[src/crypto_fu_pkg.sv]
/*
 * Shared opcode and unit-select types plus width constants for the scalar
 * crypto functional unit. Modules import this inside their body.
 */
package crypto_fu_pkg;

    // --------------------------------------------------
    // Widths
    // --------------------------------------------------
    parameter int sha_word_w   = 32;    // SHA-256 and SM3 word width
    parameter int xlen_default = 32;    // Default XLEN, 32 or 64

    // --------------------------------------------------
    // Opcodes
    // --------------------------------------------------
    typedef enum logic [3:0] {
        op_xperm4      = 4'd0,          // Nibble crossbar
        op_xperm8      = 4'd1,          // Byte crossbar
        op_sha256_sig0 = 4'd2,          // SHA-256 small sigma 0
        op_sha256_sig1 = 4'd3,          // SHA-256 small sigma 1
        op_sha256_sum0 = 4'd4,          // SHA-256 big sigma 0
        op_sha256_sum1 = 4'd5,          // SHA-256 big sigma 1
        op_sm3_p0      = 4'd6,          // SM3 P0 permutation
        op_sm3_p1      = 4'd7           // SM3 P1 permutation
    } crypto_op_e;

    // Execution unit that owns an opcode
    typedef enum logic [1:0] {
        unit_xperm  = 2'd0,             // Crossbar permutation
        unit_sha256 = 2'd1,             // SHA-256 sigma/sum
        unit_sm3    = 2'd2              // SM3 permutations
    } unit_sel_e;

endpackage

[src/crypto_fu_issue.sv]
/*
 * Issue stage. Accepts one request while idle, registers the operands and
 * fires a single start pulse at the unit that owns the opcode.
 */
`timescale 1ns/10ps

module crypto_fu_issue #(
    parameter int XLEN = crypto_fu_pkg::xlen_default    // 32 or 64
) (
    input  logic                      dut_g_clk,
    input  logic                      dut_g_resetn,
    input  logic                      valid,              // Request present
    input  crypto_fu_pkg::crypto_op_e op,
    input  logic [XLEN-1:0]           rs1,
    input  logic [XLEN-1:0]           rs2,
    input  logic                      retire,             // Result left the arbiter
    output logic                      xperm_start,
    output logic                      sha_start,
    output logic                      sm3_start,
    output crypto_fu_pkg::crypto_op_e op_q,               // Captured at accept
    output logic [XLEN-1:0]           rs1_q,
    output logic [XLEN-1:0]           rs2_q
);
    import crypto_fu_pkg::*;

    logic      busy;                    // One item in flight
    logic      accept;                  // Take the request this edge
    unit_sel_e sel;                     // Decoded target unit

    assign accept = valid && !busy;     // Held valid ignored while busy

    // --------------------------------------------------
    // Opcode decode
    // --------------------------------------------------
    always_comb begin
        case (op)
            op_xperm4, op_xperm8:         sel = unit_xperm;
            op_sha256_sig0, op_sha256_sig1,
            op_sha256_sum0, op_sha256_sum1: sel = unit_sha256;
            op_sm3_p0, op_sm3_p1:         sel = unit_sm3;
            default:                      sel = unit_xperm;  // Unused codes still complete
        endcase
    end

    // --------------------------------------------------
    // Busy flag and start pulses
    // --------------------------------------------------
    always_ff @(posedge dut_g_clk) begin
        if (dut_g_resetn) begin
            busy        <= 1'b0;
            xperm_start <= 1'b0;
            sha_start   <= 1'b0;
            sm3_start   <= 1'b0;
        end else begin
            if (accept) begin
                busy <= 1'b1;
            end else if (retire) begin
                busy <= 1'b0;           // Free on the ready cycle's edge
            end
            xperm_start <= accept && (sel == unit_xperm);
            sha_start   <= accept && (sel == unit_sha256);
            sm3_start   <= accept && (sel == unit_sm3);
        end
    end

    // Operand capture
    always_ff @(posedge dut_g_clk) begin
        if (accept) begin
            op_q  <= op;
            rs1_q <= rs1;
            rs2_q <= rs2;
        end
    end

    // Only one unit may be started per request
    a_start_onehot : assert property (@(posedge dut_g_clk) disable iff (dut_g_resetn)
        $onehot0({xperm_start, sha_start, sm3_start}));

    // Every start comes back as a retire two cycles later
    a_start_retire : assert property (@(posedge dut_g_clk) disable iff (dut_g_resetn)
        (xperm_start || sha_start || sm3_start) |-> ##2 retire);

endmodule

[src/xperm_unit.sv]
/*
 * Crossbar permutation unit for xperm4 and xperm8. Each rs2 element picks
 * an rs1 element; out of range indices give zero. Result is registered.
 */
`timescale 1ns/10ps

module xperm_unit #(
    parameter int XLEN = crypto_fu_pkg::xlen_default    // 32 or 64
) (
    input  logic                      dut_g_clk,
    input  logic                      dut_g_resetn,
    input  logic                      start,               // One-cycle kick
    input  crypto_fu_pkg::crypto_op_e op_q,
    input  logic [XLEN-1:0]           rs1_q,               // Lookup table
    input  logic [XLEN-1:0]           rs2_q,               // Index vector
    output logic                      done,
    output logic [XLEN-1:0]           xperm_res
);
    import crypto_fu_pkg::*;

    localparam int n_nibbles = XLEN / 4;    // 8 or 16 elements
    localparam int n_bytes   = XLEN / 8;    // 4 or 8 elements

    logic [XLEN-1:0] perm4;             // Nibble crossbar
    logic [XLEN-1:0] perm8;             // Byte crossbar

    // --------------------------------------------------
    // Nibble lookup
    // --------------------------------------------------
    always_comb begin
        int unsigned idx;
        perm4 = '0;
        for (int i = 0; i < n_nibbles; i++) begin
            idx = rs2_q[4*i +: 4];
            if (idx < n_nibbles) begin
                perm4[4*i +: 4] = rs1_q[4*idx +: 4];
            end
        end
    end

    // --------------------------------------------------
    // Byte lookup
    // --------------------------------------------------
    always_comb begin
        int unsigned idx;
        perm8 = '0;
        for (int i = 0; i < n_bytes; i++) begin
            idx = rs2_q[8*i +: 8];
            if (idx < n_bytes) begin
                perm8[8*i +: 8] = rs1_q[8*idx +: 8];
            end
        end
    end

    always_ff @(posedge dut_g_clk) begin
        if (dut_g_resetn) begin
            done <= 1'b0;
        end else begin
            done <= start;              // Fixed one-cycle latency
        end
    end

    always_ff @(posedge dut_g_clk) begin
        if (start) begin
            xperm_res <= (op_q == op_xperm8) ? perm8 : perm4;
        end
    end

endmodule

[src/sha256_sigma_unit.sv]
/*
 * SHA-256 sigma0/sigma1/sum0/sum1 on the low word of rs1, sign-extended
 * to XLEN and registered one cycle after start.
 */
`timescale 1ns/10ps

module sha256_sigma_unit #(
    parameter int XLEN = crypto_fu_pkg::xlen_default    // 32 or 64
) (
    input  logic                      dut_g_clk,
    input  logic                      dut_g_resetn,
    input  logic                      start,
    input  crypto_fu_pkg::crypto_op_e op_q,
    input  logic [XLEN-1:0]           rs1_q,
    output logic                      done,
    output logic [XLEN-1:0]           sha_res
);
    import crypto_fu_pkg::*;

    // Rotate and shift amounts from FIPS 180-4
    localparam int sig0_r1 = 7;
    localparam int sig0_r2 = 18;
    localparam int sig0_sh = 3;
    localparam int sig1_r1 = 17;
    localparam int sig1_r2 = 19;
    localparam int sig1_sh = 10;
    localparam int sum0_r1 = 2;
    localparam int sum0_r2 = 13;
    localparam int sum0_r3 = 22;
    localparam int sum1_r1 = 6;
    localparam int sum1_r2 = 11;
    localparam int sum1_r3 = 25;

    logic [sha_word_w-1:0] word;        // Low word of rs1
    logic [sha_word_w-1:0] fn_out;      // Selected function

    function automatic logic [sha_word_w-1:0] rotr(input logic [sha_word_w-1:0] x,
                                                   input int n);
        rotr = (x >> n) | (x << (sha_word_w - n));
    endfunction

    assign word = rs1_q[sha_word_w-1:0];

    always_comb begin
        case (op_q)
            op_sha256_sig0: fn_out = rotr(word, sig0_r1) ^ rotr(word, sig0_r2) ^ (word >> sig0_sh);
            op_sha256_sig1: fn_out = rotr(word, sig1_r1) ^ rotr(word, sig1_r2) ^ (word >> sig1_sh);
            op_sha256_sum0: fn_out = rotr(word, sum0_r1) ^ rotr(word, sum0_r2) ^ rotr(word, sum0_r3);
            op_sha256_sum1: fn_out = rotr(word, sum1_r1) ^ rotr(word, sum1_r2) ^ rotr(word, sum1_r3);
            default:        fn_out = '0;    // Not a SHA-256 op
        endcase
    end

    always_ff @(posedge dut_g_clk) begin
        if (dut_g_resetn) begin
            done <= 1'b0;
        end else begin
            done <= start;
        end
    end

    always_ff @(posedge dut_g_clk) begin
        if (start) begin
            sha_res <= XLEN'($signed(fn_out));  // Sign-extend for RV64
        end
    end

endmodule

[src/sm3_perm_unit.sv]
/*
 * SM3 P0 and P1 permutations on the low word of rs1, sign-extended to
 * XLEN and registered one cycle after start.
 */
`timescale 1ns/10ps

module sm3_perm_unit #(
    parameter int XLEN = crypto_fu_pkg::xlen_default    // 32 or 64
) (
    input  logic                      dut_g_clk,
    input  logic                      dut_g_resetn,
    input  logic                      start,
    input  crypto_fu_pkg::crypto_op_e op_q,
    input  logic [XLEN-1:0]           rs1_q,
    output logic                      done,
    output logic [XLEN-1:0]           sm3_res
);
    import crypto_fu_pkg::*;

    localparam int p0_r1 = 9;           // P0 left rotations
    localparam int p0_r2 = 17;
    localparam int p1_r1 = 15;          // P1 left rotations
    localparam int p1_r2 = 23;

    logic [sha_word_w-1:0] word;
    logic [sha_word_w-1:0] p0;
    logic [sha_word_w-1:0] p1;

    function automatic logic [sha_word_w-1:0] rotl(input logic [sha_word_w-1:0] x,
                                                   input int n);
        rotl = (x << n) | (x >> (sha_word_w - n));
    endfunction

    assign word = rs1_q[sha_word_w-1:0];
    assign p0   = word ^ rotl(word, p0_r1) ^ rotl(word, p0_r2);
    assign p1   = word ^ rotl(word, p1_r1) ^ rotl(word, p1_r2);

    always_ff @(posedge dut_g_clk) begin
        if (dut_g_resetn) begin
            done <= 1'b0;
        end else begin
            done <= start;
        end
    end

    always_ff @(posedge dut_g_clk) begin
        if (start) begin
            sm3_res <= XLEN'($signed((op_q == op_sm3_p1) ? p1 : p0));  // P0 otherwise
        end
    end

endmodule

[src/result_arbiter.sv]
/*
 * Result bus arbiter. Grants rd to the unit that finished, fixed priority
 * xperm > sha256 > sm3, and raises a one-cycle ready with retire.
 */
`timescale 1ns/10ps

module result_arbiter #(
    parameter int XLEN = crypto_fu_pkg::xlen_default    // 32 or 64
) (
    input  logic            dut_g_clk,
    input  logic            dut_g_resetn,
    input  logic            xperm_done,
    input  logic            sha_done,
    input  logic            sm3_done,
    input  logic [XLEN-1:0] xperm_res,
    input  logic [XLEN-1:0] sha_res,
    input  logic [XLEN-1:0] sm3_res,
    output logic [XLEN-1:0] rd,         // Held until next grant
    output logic            ready,      // One-cycle result strobe
    output logic            retire      // Back to issue, frees busy
);
    import crypto_fu_pkg::*;

    unit_sel_e       grant_sel;         // Winning unit
    logic            grant_any;         // Some unit finished
    logic [XLEN-1:0] grant_res;

    // --------------------------------------------------
    // Fixed priority grant
    // --------------------------------------------------
    always_comb begin
        grant_any = xperm_done | sha_done | sm3_done;
        if (xperm_done) begin
            grant_sel = unit_xperm;
        end else if (sha_done) begin
            grant_sel = unit_sha256;
        end else begin
            grant_sel = unit_sm3;
        end
    end

    always_comb begin
        case (grant_sel)
            unit_xperm:  grant_res = xperm_res;
            unit_sha256: grant_res = sha_res;
            default:     grant_res = sm3_res;
        endcase
    end

    always_ff @(posedge dut_g_clk) begin
        if (dut_g_resetn) begin
            rd    <= '0;
            ready <= 1'b0;
        end else begin
            ready <= grant_any;
            if (grant_any) begin
                rd <= grant_res;
            end
        end
    end

    assign retire = ready;              // Same cycle as ready

    // Single item in flight, so finishers never collide
    a_done_onehot : assert property (@(posedge dut_g_clk) disable iff (dut_g_resetn)
        $onehot0({xperm_done, sha_done, sm3_done}));

endmodule

[src/crypto_fu_top.sv]
/*
 * Top level of the scalar crypto functional unit. Wires the issue stage,
 * the xperm, SHA-256 and SM3 units and the result arbiter.
 */
`timescale 1ns/10ps

module crypto_fu_top #(
    parameter int XLEN = crypto_fu_pkg::xlen_default    // 32 or 64
) (
    input  logic                      dut_g_clk,
    input  logic                      dut_g_resetn,
    input  logic                      valid,           // Held until ready
    input  crypto_fu_pkg::crypto_op_e op,
    input  logic [XLEN-1:0]           rs1,
    input  logic [XLEN-1:0]           rs2,
    output logic                      ready,
    output logic [XLEN-1:0]           rd
);
    import crypto_fu_pkg::*;

    // --------------------------------------------------
    // Internal wiring
    // --------------------------------------------------
    logic            xperm_start;
    logic            sha_start;
    logic            sm3_start;
    crypto_op_e      op_q;
    logic [XLEN-1:0] rs1_q;
    logic [XLEN-1:0] rs2_q;
    logic            xperm_done;
    logic            sha_done;
    logic            sm3_done;
    logic [XLEN-1:0] xperm_res;
    logic [XLEN-1:0] sha_res;
    logic [XLEN-1:0] sm3_res;
    logic            retire;

    crypto_fu_issue #(.XLEN(XLEN)) crypto_fu_issue_inst (
        .dut_g_clk    (dut_g_clk),
        .dut_g_resetn (dut_g_resetn),
        .valid        (valid),
        .op           (op),
        .rs1          (rs1),
        .rs2          (rs2),
        .retire       (retire),
        .xperm_start  (xperm_start),
        .sha_start    (sha_start),
        .sm3_start    (sm3_start),
        .op_q         (op_q),
        .rs1_q        (rs1_q),
        .rs2_q        (rs2_q)
    );

    xperm_unit #(.XLEN(XLEN)) xperm_unit_inst (
        .dut_g_clk    (dut_g_clk),
        .dut_g_resetn (dut_g_resetn),
        .start        (xperm_start),
        .op_q         (op_q),
        .rs1_q        (rs1_q),
        .rs2_q        (rs2_q),
        .done         (xperm_done),
        .xperm_res    (xperm_res)
    );

    sha256_sigma_unit #(.XLEN(XLEN)) sha256_sigma_unit_inst (
        .dut_g_clk    (dut_g_clk),
        .dut_g_resetn (dut_g_resetn),
        .start        (sha_start),
        .op_q         (op_q),
        .rs1_q        (rs1_q),
        .done         (sha_done),
        .sha_res      (sha_res)
    );

    sm3_perm_unit #(.XLEN(XLEN)) sm3_perm_unit_inst (
        .dut_g_clk    (dut_g_clk),
        .dut_g_resetn (dut_g_resetn),
        .start        (sm3_start),
        .op_q         (op_q),
        .rs1_q        (rs1_q),
        .done         (sm3_done),
        .sm3_res      (sm3_res)
    );

    // Shared result bus
    result_arbiter #(.XLEN(XLEN)) result_arbiter_inst (
        .dut_g_clk    (dut_g_clk),
        .dut_g_resetn (dut_g_resetn),
        .xperm_done   (xperm_done),
        .sha_done     (sha_done),
        .sm3_done     (sm3_done),
        .xperm_res    (xperm_res),
        .sha_res      (sha_res),
        .sm3_res      (sm3_res),
        .rd           (rd),
        .ready        (ready),
        .retire       (retire)
    );

endmodule

[config.mk]
export PLATFORM = sky130hd
export DESIGN_NAME = crypto_fu_top
export DESIGN_NICKNAME = d
export VERILOG_FILES = /design/src/crypto_fu_pkg.sv /design/src/crypto_fu_issue.sv /design/src/xperm_unit.sv /design/src/sha256_sigma_unit.sv /design/src/sm3_perm_unit.sv /design/src/result_arbiter.sv /design/src/crypto_fu_top.sv
export SDC_FILE = /design/constraint.sdc
export NUM_CORES = 1
export LEC_CHECK = 0
export BUFFER_PORTS_ARGS = -buffer_cell sky130_fd_sc_hd__buf_2
export CAP_MARGIN = 15
export CORE_ASPECT_RATIO = 0.9
export CORE_MARGIN = 1
export CORE_UTILIZATION = 56
export CTS_CLUSTER_DIAMETER = 100
export DETAILED_ROUTE_END_ITERATION = 7
export GPL_TIMING_DRIVEN = 0
export MAX_ROUTING_LAYER = met4
export PLACE_DENSITY_LB_ADDON = 0.05
export SLEW_MARGIN = 20
export SYNTH_ARGS = -nofsm -noshare
export SYNTH_HDL_FRONTEND = slang
export SYNTH_SLANG_ARGS = --single-unit
[constraint.sdc]
create_clock -name dut_g_clk -period 2.11 [get_ports dut_g_clk]
set_input_delay 0.3165 -clock dut_g_clk [delete_from_list [all_inputs] [get_ports dut_g_clk]]
set_output_delay 0.3165 -clock dut_g_clk [all_outputs]
set_load 0.01 [all_outputs]
# Word-level counts from Yosys, hierarchy flattened
# Memory sizes are Yosys's and may differ from the RTL's.
# Cells that the tools add are included.
word_totals:
  input_bits: 71
  memories: 1
  romBits: 16
  output_inout_bits: 33
  word_cells: 105
  reg_bits: 204
op_classes:
  reduce_logical: 8
  n_shift: 12
  muxes: 21
  n_lt_le_gt_ge: 12
  n_eq_ne: 9
  bitwise: 27
memory_table:
  columns: ["memory", "words", "word_bits", "rd", "rd_clocked_by_memory_dff", "wr", "line_no", "source"]
  rows:
  - ["(no name shown)", 8, 2, 1, 0, 0, "crypto_fu_issue.sv:36", "case (op)"]
ops:
  columns: ["operator", "n"]
  rows:
  - ["$xor A32 B32 Y32", 10]
  - ["$shiftx A32 B7 Y4", 8]
  - ["$pmux W32 S4", 1]
  - ["$shiftx A32 B12 Y8", 4]
  - ["$mux W32", 2]
  - ["$pmux W32 S2", 1]
  - ["$lt A4 B4 Y1 const B", 8]
  - ["$lt A8 B3 Y1 const B", 4]
  - ["$mux W4", 8]
  - ["$mux W8", 4]
  - ["$or A10 B32 Y32", 1]
  - ["$or A13 B32 Y32", 1]
  - ["$or A14 B32 Y32", 1]
  - ["$or A19 B32 Y32", 1]
  - ["$or A21 B32 Y32", 1]
  - ["$or A25 B32 Y32", 1]
  - ["$or A26 B32 Y32", 1]
  - ["$or A30 B32 Y32", 1]
  - ["$or A32 B15 Y32", 1]
  - ["$or A32 B17 Y32", 1]
  - ["$or A32 B23 Y32", 1]
  - ["$or A32 B9 Y32", 1]
  - ["$or A7 B32 Y32", 1]
  - ["$xor A32 B22 Y32", 1]
  - ["13 further kinds", 25]

# Depth between registers and ports, before layout
# Gate-level depths: netlist of the first run.
depth:
  ltp_word: 4
  mapped_depth: 6
  mapped_depth_nobuf: 4

# Hierarchy
# From an unflattened synthesis of the first run, not the netlist that was laid out.
unflattened:
  hier_cells: 1128
  area_unflattened_um2: 14886.8
modules_own_cells:
  columns: ["module", "seq_area_each_um2", "area_per_inst_um2", "instances", "cells_each"]
  rows:
  - ["sha256_sigma_unit", 980.9, 4332.9, 1, 337]
  - ["xperm_unit", 980.9, 4211.5, 1, 321]
  - ["crypto_fu_issue", 2122.0, 2207.1, 1, 81]
  - ["result_arbiter", 660.6, 2185.8, 1, 254]
  - ["sm3_perm_unit", 980.9, 1949.4, 1, 135]

# Least setup slack after synthesis of the first run
# No wires, ideal clock.
synth_timing:
  kind: "register to register"
  start: "reg crypto_fu_issue_inst.busy"
  end: "reg crypto_fu_issue_inst.op_q[0] (enable)"
  setup_time_ps: 422
  n_path_buf: 0
  t_required_ps: 1688
  stages_incl_launch_ff: 3
  path_slack_ps: -107
  arrival_ps: 1795
  synth_period_minus_slack_ps: 2217
  path_cell_list: "dfxtp_1 > nand2b_1 > inv_1"
synth_between:
  elab_chain_cells: 2
synth_rtl:
  columns: ["item", "line_no", "source"]
  rows:
  - ["from (decl)", "crypto_fu_issue.sv:26", "logic busy;"]
  - ["from (signal assigned)", "crypto_fu_issue.sv:50", "busy <= 1'b0;"]
  - ["from (signal assigned)", "crypto_fu_issue.sv:56", "busy <= 1'b1;"]
  - ["from (signal assigned)", "crypto_fu_issue.sv:58", "busy <= 1'b0;"]
  - ["$logic_not A1 Y1", "crypto_fu_issue.sv:30", "assign accept = valid && !busy;"]
  - ["$logic_and A1 B1 Y1", "crypto_fu_issue.sv:30", null]
  - ["via crypto_fu_issue_inst.accept", "crypto_fu_issue.sv:27", "logic accept;"]
  - ["to (signal assigned)", "crypto_fu_issue.sv:69", "op_q <= op;"]
  - ["to (decl)", "crypto_fu_issue.sv:20", "output crypto_fu_pkg::crypto_op_e op_q,"]
# The timed path passes the listed nets, and every way through them passes these cells.
# A chain may end at the register's enable or synchronous reset.

# Final worst setup path of the first run
layout_timing:
  start: "reg crypto_fu_issue_inst.rs1_q[16]"
  end: "reg xperm_unit_inst.xperm_res[16], data pin"
layout_between:
  elab_chain_cells: 3
  elab_cells_between_ends: 5
  classes_between: "shift: 2; mux: 3"
layout_rtl:
  columns: ["item", "line_no", "source"]
  rows:
  - ["from (decl)", "crypto_fu_issue.sv:21", "output logic [XLEN-1:0] rs1_q,"]
  - ["from (signal assigned)", "crypto_fu_issue.sv:70", "rs1_q <= rs1;"]
  - ["$shiftx A32 B7 Y4 or $shiftx A32 B12 Y8 (tied branches)", "xperm_unit.sv:36, xperm_unit.sv:50", null]
  - ["$mux W4 or $mux W8 (tied branches)", "xperm_unit.sv:35, xperm_unit.sv:49", null]
  - ["$mux W32 (*)", "xperm_unit.sv:65", "xperm_res <= (op_q == op_xperm8) ? perm8 : perm4;"]
  - ["to (signal assigned)", "xperm_unit.sv:65", null]
  - ["to (decl)", "xperm_unit.sv:17", "output logic [XLEN-1:0] xperm_res"]
# Every way passes the cells marked *; elsewhere a longest branch is shown, timed or not.

==> results of run 1 <==
-- placed cells by master (no fill, tap or decap), types with 33 or more instances in the layout --
cell type      Yosys  routed
dfxtp_1           40      37
dlygate4sd3_1      0      67
a21oi_1           33      33
mux4_2            96      96
nand3_1           60      53
xnor3_1           82      82
edfxtp_1         164     164
nor2_1            74      74
xnor2_1          110     110
buf_4              3      49
buf_2             98     172
a221o_1           44      44
-- power by group through the flow --
stage                     Clock (uW)  Sequential (uW)  Combinational (uW)
after CTS                       3750             4670                2970
after detailed placement           0             4760                2800
after floorplan                    0             4750                1960
after global placement             0             4770                2750
final                           3710             4680                3100
after global routing            3880             4700                3190
-- cells by family after synthesis --
group / Yosys count / share of synthesized area
AO/OA/AOI/OAI: 172 / 0.08964
multiplexers: 128 / 0.1687
AND/OR/NAND/NOR: 230 / 0.07927
XOR/XNOR: 224 / 0.2101
buffers and inverters: 206 / 0.06225
adder cells (fa/ha/maj): 1 / 0.0008503
flip-flops: 204 / 0.3892
-- flip-flops by register name, indices dropped and copies added (netlist names) --
register	flops
crypto_fu_issue_inst.sm3_start	1
result_arbiter_inst.ready	1
crypto_fu_issue_inst.busy	1
crypto_fu_issue_inst.rs2_q	32
crypto_fu_issue_inst.rs1_q	32
crypto_fu_issue_inst.xperm_start	1
xperm_unit_inst.xperm_res	32
sha256_sigma_unit_inst.sha_res	32
crypto_fu_issue_inst.sha_start	1
crypto_fu_issue_inst.op_q	4
sm3_perm_unit_inst.sm3_res	32
result_arbiter_inst.rd	32
xperm_unit_inst.done	1
sm3_perm_unit_inst.done	1
sha256_sigma_unit_inst.done	1
-- per-stage QoR --
stage | TNS (ns) | utilization | hold WS [ns]
after CTS | 0 | 0.6831 | 0.001206
after global routing | -0.008957 | 0.6889 | 0.003583
after detailed placement | -19.60 | 0.6194 | 0.4696
final | -0.08758 | 0.6890 | 0.006462
after global placement | -59.82 | 0.6150 | 0.4527
after floorplan | 0 | - | 0.4154
-- area by class of cell --
class / instances / area, um2 / area share
clock inverters: 9 / 83.83 / 0.004779
clock buffers: 29 / 586.8 / 0.03345
well taps: 342 / 427.9 / 0.02439
flip-flops and latches: 204 / 5729 / 0.3266
plain buffers: 165 / 934.6 / 0.05328
multi-input cells: 755 / 8189 / 0.4668
repair buffers: 194 / 1443 / 0.08223
inverters: 34 / 131.4 / 0.007489
diodes: 7 / 17.52 / 0.0009985
-- what timing repair did --
item / CTS / global route
endpoints found under the setup margin: 84 / 48
setup buffers: 14 / 6
resized for setup: 76 / 47
endpoints found under the hold margin: 67 / 0
hold buffers: 67 / 0
pin swaps: 3 / 2
-- metal layers --
| metal | share of wire | wire, um | up-vias |
|---|---|---|---|
| li1 | - | - | 4801 |
| met1 | 0.37 | 19860 | 5734 |
| met5 | 0 | 0 | - |
| met2 | 0.44 | 23500 | 929 |
| met4 | 0.048 | 2569 | 0 |
| met3 | 0.15 | 8074 | 194 |
-- worst paths after layout --
kind                                        end  depth (start not counted)                      startpoint  slack [ns]
setup / recovery  xperm_unit_inst.xperm_res[16]                          4  crypto_fu_issue_inst.rs1_q[16]       -0.02
hold / removal     crypto_fu_issue_inst.op_q[3]                          1                           op[3]       0.006
setup reg to reg  xperm_unit_inst.xperm_res[16]                          4  crypto_fu_issue_inst.rs1_q[16]       -0.02
hold reg to reg       crypto_fu_issue_inst.busy                          2       crypto_fu_issue_inst.busy        0.49
==> impl_metrics.csv, run 1 <==
group,metric,value,unit
pwr,power.density,655.2,nW/um2
global_routing,use_met2,0.6039,
synth,ys_types,41,
setup_path,cpMaxStageDelayCell,"mux4_2",
clock_tree,clk_latency,0.55,ns
synth,synth_fp_nets,1237,
pwr,power,11490,uW
global_routing,grtUsageMet1,0.5113,
clock_tree,cts_max_path_buffers,3,
sta,period_needed,2.134,ns
setup_path,start_kind,"flip-flop",
synth,synth_area_per_cell,12.63,um2
place,place_inst,1614,
synth,ys_top_cells_by_count,"edfxtp_1 (164), xnor2_1 (110), buf_2 (98)",
global_routing,track_usage,0.4172,
drt,first_pass_iters,5,
synth,synth_enable_flop_cells,164,
place,post-dp-hpwl,36.86,mm
pwr,combinationalPowerShare,0.269,
worst_hold_path,hold_class,"in -> reg",
global_routing,grt_max_degree,37,
outcome,outcome,"finished, violations left",
setup_path,endpoint_kind,"flip-flop",
setup_path,crit_type,"reg -> reg",
floorplan,chipWidth,172.9,um
synth,netlist_instances,1165,
floorplan,die_h,155.8,um
pwr,p_seq_frac,0.408,
synth,ys_dominant_reg_cell,"edfxtp_1",
clock_tree,cts_tree,"yes",
global_routing,overflow,0,
pwr,p_switching,3322,uW
drt,drc,0,
global_routing,antenna_found_initial,6,
setup_path,crit_path_cell_trace,"buf_2, clkbuf_2, mux4_2, a221o_1",
setup_path,critPathMaxFanout,10,
sta,max_freq,468.6,MHz
pwr,leakagePower,0.007424,uW
synth,ys_warn_count,0,
sta,worst-slew-pin-transition,0.8388,ns
floorplan,die_area,26920,um2
sta,fin_crit_sh,1.011,
sta,final.setup_skew,0.02724,ns
place,place_congestion,1.005,
place,placed_area,15770,um2
sta,final-setup-viol-count,6,
floorplan,rows,55,
pwr,power.internal,8173,uW
setup_path,critPathBufInv,2,
clock_tree,cts-buffers-inserted,22,
final_layout,synthToLayoutAreaGrowth,19.25,%
sta,fin_ws,-0.02420,ns
synth,async_flop_share,0,
final_layout,finalNetCount,1448,
synth,synth_top_area_frac,0.3348,
clock_tree,cts.sinks,204,
pwr,ir_drop,742.5,uV
synth,ys_seq_area_frac,0.3892,
drt,vias_per_cell,6.704,
synth,netlist_area,14710,um2
sta,slew_headroom,0.4408,
floorplan,core-area,25460,um2
global_routing,met3_usage,0.1820,
clock_tree,cts.clk_slew.worst_paths,0.06,ns
place,io_buffers,103,
final_layout,drive_above_1_share,0.2957,
pwr,swShare,0.2890,
setup_path,path_delay_family,"buffers and inverters",
global_routing,grt.busiest_layer,"met2",
synth,yosysMostFrequentCell,"edfxtp_1",
pwr,clkPwrFrac,0.323,
final_layout,fill_cells,1900,
clock_tree,cts_htree_levels,1,
synth,synth.area.top_cells,"edfxtp_1 (33%), mux4_2 (15%), xnor3_1 (13%), xnor2_1 (6.5%), dfxtp_1 (5.4%)",
global_routing,grt_pass1_wl,76.84,mm
clock_tree,root_buffer,"clkbuf_16",
floorplan,start_util,0.5778,
global_routing,grt_pass1_vias,11237,
run,drv_cap,0,
synth,synth_top_area_cell,"edfxtp_1",
sta,finalHoldViolCount,0,
setup_path,required,2.37,ns
place,dp_slack,-0.5337,ns
floorplan,ios,104,
drt,wl_per_cell,31.05,um
drt,ant_nets,0,
drt,via_count,11658,
setup_path,cp.arrival,2.40,ns
final_layout,final_cells,1739,
drt,wirelength,54.00,mm
sta,drv_slew,0,
setup_path,critPathMaxStageDelay,0.52,ns
outcome,violations,"setup timing",
drt,drt_iter0_markers,1596,
synth,ys_ff_latch,204,
final_layout,fin_area,17540,um2
No activity file was read; power rests on OpenSTA's default activity.
==> run 2, diff against run 1 <==
--- a/config.mk
+++ b/config.mk
@@ -9,7 +9,7 @@
 export CAP_MARGIN = 15
 export CORE_ASPECT_RATIO = 0.9
 export CORE_MARGIN = 1
-export CORE_UTILIZATION = 56
+export CORE_UTILIZATION = 60
 export CTS_CLUSTER_DIAMETER = 100
 export DETAILED_ROUTE_END_ITERATION = 7
 export GPL_TIMING_DRIVEN = 0
==> constraint.sdc (replaced) <==
create_clock -name dut_g_clk -period 2.7 [get_ports dut_g_clk]
set_input_delay 0.405 -clock dut_g_clk [delete_from_list [all_inputs] [get_ports dut_g_clk]]
set_output_delay 0.405 -clock dut_g_clk [all_outputs]
set_load 0.01 [all_outputs]
==> impl_metrics.csv, run 2 (synthesis results as in run 1) <==
group,metric,value,unit
setup_path,critPathMaxFanout,10,
final_layout,drive_above_1_share,0.2645,
floorplan,die_h,150.6,um
final_layout,finalNetCount,1368,
final_layout,final_common_cell,"buf_2",
clock_tree,post-cts-setup-buffers,0,
sta,drv_slew,0,
sta,slew_headroom,0.2928,
clock_tree,cts_htree_levels,1,
sta,period_needed,2.575,ns
pwr,power,8802,uW
place,post-dp-hpwl,35.21,mm
setup_path,cp.arrival,2.90,ns
sta,rsz0062_at_grt,"no",
place,place_congestion,1.041,
place,io_buffers,103,
final_layout,layout_common_cells,"buf_2 (201), edfxtp_1 (164), xnor2_1 (110)",
clock_tree,cts_max_path_buffers,3,
drt,wl_per_cell,31.19,um
sta,hold_ws,0.04256,ns
sta,max_freq,388.3,MHz
global_routing,grt_pass1_vias,10871,
setup_path,critPathMaxStageDelay,0.72,ns
sta,final-setup-viol-count,0,
setup_path,crit_path_cell_trace,"clkbuf_1, clkbuf_1, mux4_2, nand4_1, nand3_1",
final_layout,synthToLayoutAreaGrowth,11.65,%
setup_path,cpMaxStageDelayCell,"clkbuf_1",
floorplan,rows,53,
floorplan,die_area,25150,um2
floorplan,start_util,0.6214,
global_routing,grt_pass1_wl,72.62,mm
run,drv_cap,0,
global_routing,antenna_found_initial,8,
floorplan,ios,104,
clock_tree,cts-buffers-inserted,22,
outcome,outcome,"finished, violations left",
clock_tree,ctsHoldBuffers,0,
drt,drc,5,
setup_path,required,3.02,ns
sta,finalHoldViolCount,0,
worst_hold_path,hold_class,"in -> reg",
setup_path,crit_type,"reg -> reg",
drt,drt_iter0_markers,1985,
floorplan,core-area,23670,um2
global_routing,grt_max_degree,45,
sta,worst-slew-pin-transition,1.061,ns
global_routing,overflow,0,
floorplan,chipWidth,167.1,um
global_routing,track_usage,0.4245,
clock_tree,cts_tree,"yes",
clock_tree,cts.clk_slew.worst_paths,0.06,ns
pwr,power.density,535.8,nW/um2
pwr,leakagePower,0.006867,uW
clock_tree,root_buffer,"clkbuf_16",
outcome,violations,"DRC",
drt,wirelength,50.62,mm
drt,via_count,11466,
setup_path,start_kind,"flip-flop",
sta,final.setup_skew,0.02279,ns
clock_tree,ctsResizeCount,0,
drt,ant_nets,0,
drt,first_pass_iters,8,
sta,fin_crit_sh,0.9538,
setup_path,critical_path.most_common_cell,"clkbuf_1",
pwr,ir_drop,632.5,uV
clock_tree,clk_latency,0.53,ns
clock_tree,cts.sinks,204,
setup_path,endpoint_kind,"flip-flop",
drt,vias_per_cell,7.065,
run 2: worst paths after layout:
| check | startpoint | end | slack (ns) | cells past startpoint |
|---|---|---|---|---|
| worst max-delay path | crypto_fu_issue_inst.rs1_q[10] | xperm_unit_inst.xperm_res[10] | 0.12 | 5 |
| worst min register to register | crypto_fu_issue_inst.busy | crypto_fu_issue_inst.busy | 0.47 | 2 |
| worst min-delay path | rs1[14] | crypto_fu_issue_inst.rs1_q[14] | 0.04 | 1 |
| worst max register to register | crypto_fu_issue_inst.rs1_q[10] | xperm_unit_inst.xperm_res[10] | 0.12 | 5 |
run 2: routing by layer:
| layer | global-route usage | vias to the layer above | share of wire |
|---|---|---|---|
| met2 | 0.5885 | 1065 | 0.41 |
| met3 | 0.1790 | 254 | 0.16 |
| met1 | 0.5350 | 5495 | 0.36 |
| met4 | 0.2088 | 0 | 0.061 |
| met5 | - | - | 0 |
| li1 | - | 4652 | - |
run 2: critical path: cells and delay by family, from the launching register on:
kind / cells / cell delay (ns)
simple gates: 2 / 0.43
buf+inv: 2 / 1.22
mux: 1 / 0.39
flops: 1 / 0.32
run 2: report_power, final:
part | switching, uW | leakage (uW) | internal [uW]
Sequential | 63.8 | 0.00188 | 3580
Clock | 1250 | 0.000326 | 1630
Combinational | 1210 | 0.00467 | 1060
Total | 2530 | 0.00687 | 6270
run 2: area by class of cell:
| class | count | area, um2 |
|---|---|---|
| Fill cell | 1731 | 7248 |
| Buffer | 172 | 788.3 |
| Multi-Input combinational cell | 755 | 8085 |
| Tap cell | 302 | 377.9 |
| Inverter | 34 | 130.1 |
| Sequential cell | 204 | 5729 |
| Clock inverter | 12 | 98.84 |
| Timing Repair Buffer | 107 | 610.6 |
| Clock buffer | 28 | 583.1 |
| Antenna cell | 9 | 22.52 |
run 2: through the flow:
stage | util | instances | setup TNS (ns) | worst slack [ns] | instance area (um2)
4_1_cts | 0.6925 | 1614 | 0 | 0.09937 | 16390
3_3_place_gp | 0.6592 | 1570 | -30.60 | -0.4631 | 15610
3_5_place_dp | 0.6637 | 1574 | 0 | 0.1414 | 15710
6_report | 0.6938 | 1623 | 0 | 0.1248 | 16430
5_1_grt | 0.6936 | 1621 | 0 | 0.1873 | 16420
2_1_floorplan | - | 1165 | 0 | 0.4538 | 14710
==> run 3, diff against run 2 <==
--- a/config.mk
+++ b/config.mk
@@ -18,4 +18,5 @@
 export SLEW_MARGIN = 20
 export SYNTH_ARGS = -nofsm -noshare
 export SYNTH_HDL_FRONTEND = slang
+export SYNTH_HIERARCHICAL = 1
 export SYNTH_SLANG_ARGS = --single-unit
==> constraint.sdc (replaced) <==
create_clock -name dut_g_clk -period 2.5 [get_ports dut_g_clk]
set_input_delay 0.375 -clock dut_g_clk [delete_from_list [all_inputs] [get_ports dut_g_clk]]
set_output_delay 0.375 -clock dut_g_clk [all_outputs]
set_load 0.01 [all_outputs]
==> impl_metrics.csv, run 3 <==
group,metric,value,unit
clock_tree,cts_htree_levels,1,
synth,synth_fp_nets,1200,
synth,ys_types,44,
place,post-dp-hpwl,30.93,mm
drt,ant_nets,0,
final_layout,fin_util,0.6857,
floorplan,rows,54,
global_routing,grt_max_degree,34,
final_layout,drive_above_1_share,0.2988,
place,placed_area,15870,um2
final_layout,layout_common_cells,"buf_2 (168), edfxtp_1 (164), xnor2_1 (119)",
pwr,power.density,579.8,nW/um2
sta,final-setup-viol-count,0,
synth,synth.area.top_cells,"edfxtp_1 (33%), mux4_2 (15%), xnor3_1 (11%), xnor2_1 (7.0%), dfxtp_1 (5.4%)",
synth,ys_dominant_reg_cell,"edfxtp_1",
clock_tree,ctsHoldBuffers,0,
synth,netlist_instances,1128,
floorplan,die_area,25450,um2
global_routing,grt_pass1_vias,9525,
synth,ys_warn_count,6,
synth,synth_top_area_cell,"edfxtp_1",
drt,wirelength,43.61,mm
floorplan,core-area,24320,um2
clock_tree,cts.clk_slew.worst_paths,0.07,ns
clock_tree,post-cts-setup-buffers,0,
global_routing,track_usage,0.3589,
drt,drc,0,
clock_tree,cts.sinks,204,
place,io_buffers,103,
synth,ys_ff_latch,204,
global_routing,antenna_found_initial,3,
floorplan,ios,104,
clock_tree,clk_latency,0.52,ns
run,drv_cap,0,
clock_tree,root_buffer,"clkbuf_16",
floorplan,die_h,151.4,um
sta,finalHoldViolCount,0,
sta,worst-slew-pin-transition,0.9049,ns
sta,rsz0062_at_grt,"no",
final_layout,final_common_cell,"buf_2",
drt,wl_per_cell,27.50,um
sta,slew_headroom,0.3954,
drt,via_count,10448,
synth,ys_top_cells_by_count,"edfxtp_1 (164), xnor2_1 (119), mux4_2 (96)",
pwr,ir_drop,515.8,uV
synth,synth_top_area_frac,0.3308,
sta,drv_slew,0,
synth,synth_enable_flop_cells,164,
sta,period_needed,2.404,ns
drt,vias_per_cell,6.588,
sta,max_freq,416.0,MHz
pwr,leakagePower,0.006810,uW
final_layout,finalNetCount,1331,
clock_tree,cts-buffers-inserted,22,
setup_path,cp.arrival,2.78,ns
final_layout,fin_area,16680,um2
setup_path,start_kind,"flip-flop",
setup_path,endpoint_kind,"flip-flop",
clock_tree,cts_max_path_buffers,3,
global_routing,grt_pass1_wl,63.00,mm
global_routing,overflow,0,
setup_path,crit_type,"reg -> reg",
sta,final.setup_skew,0.01861,ns
floorplan,chipWidth,168.0,um
sta,fin_crit_sh,0.9614,
drt,first_pass_iters,7,
synth,ys_seq_area_frac,0.3846,
place,place_congestion,0.9445,
drt,drt_iter0_markers,1488,
synth,yosysMostFrequentCell,"edfxtp_1",
clock_tree,ctsResizeCount,0,
synth,netlist_area,14890,um2
setup_path,critPathMaxFanout,10,
synth,async_flop_share,0,
final_layout,synthToLayoutAreaGrowth,12.04,%
worst_hold_path,hold_class,"in -> reg",
clock_tree,cts_tree,"yes",
setup_path,required,2.87,ns
outcome,outcome,"complete, no violations",
synth,synth_area_per_cell,13.20,um2
floorplan,start_util,0.6120,
## run 3: cell types whose count changed in the layout (fill, tap and decap cells not counted), moves of 16 or more
cell      change
a211oi_2     +29
o21bai_1     -30
nand4_1      -20
a21oi_1      -33
inv_1        +24
nand2_1      +33
a22oi_1      +16
buf_2        -33
a21o_1       +16
nand3_1      -60
nor2_4       +20
## run 3: layout make-up
class / instances / area (um2)
flip-flops and latches: 204 / 5729
diodes: 3 / 7.507
clock buffers: 28 / 593.1
repair buffers: 107 / 583.1
clock inverters: 12 / 205.2
multi-input cells: 733 / 8243
fillers: 1756 / 7645
plain buffers: 135 / 721.9
inverters: 56 / 210.2
well taps: 308 / 385.4
## run 3: worst paths after layout
path / start / end / slack, ns / cells past startpoint
worst max-delay path: crypto_fu_issue_inst/op_q[0] / xperm_unit_inst/xperm_res[2] / 0.1 / 6
worst min-delay path: rs2[19] / crypto_fu_issue_inst/rs2_q[19] / 0.02 / 1
worst max register to register: crypto_fu_issue_inst/op_q[0] / xperm_unit_inst/xperm_res[2] / 0.1 / 6
worst min register to register: crypto_fu_issue_inst/xperm_start / xperm_unit_inst/done / 0.50 / 1
## run 3: logic make-up after synthesis
| family | after synthesis | synth area share |
|---|---|---|
| xor gates and xnor gates | 227 | 0.2038 |
| DFF | 204 | 0.3846 |
| and+or+nand+nor | 199 | 0.07623 |
| buffers and inverters | 191 | 0.06262 |
| AOI/OAI and AO/OA | 174 | 0.1025 |
| muxes | 132 | 0.1694 |
| adders and majority gates | 1 | 0.0008403 |
## run 3: layer usage
metal,global-route usage,part of all wire,vias up
li1,-,-,4504
met5,-,0,-
met1,0.5068,0.41,5112
met2,0.4981,0.42,758
met4,0.09771,0.029,0
met3,0.1155,0.14,74
## run 3: metrics by stage
step	hold WS (ns)	total power, uW	setup WS [ns]	cells	TNS [ns]
2_1_floorplan	0.4466	5551	0.6354	1128	0
3_3_place_gp	0.4959	6098	-1.165	1539	-31.33
3_5_place_dp	0.4991	6135	0.1913	1543	0
4_1_cts	0.01008	9661	0.1673	1583	0
5_1_grt	0.01580	9929	0.04440	1586	0
6_report	0.02419	9670	0.09638	1586	0
## run 3: power breakdown
part / leakage (uW) / switching, uW / internal [uW]
Combinational: 0.00454 / 1040 / 1050
Sequential: 0.00188 / 190 / 3850
Clock: 0.000391 / 1330 / 2210
Total: 0.00681 / 2560 / 7110
## run 3: critical path: stages (launching register included)
cell and delay, ns:
edfxtp_1 0.51, nor4b_2 0.22, buf_4 0.20, buf_2 0.23
nor3b_1 0.76, a22oi_1 0.15, nand2_1 0.17
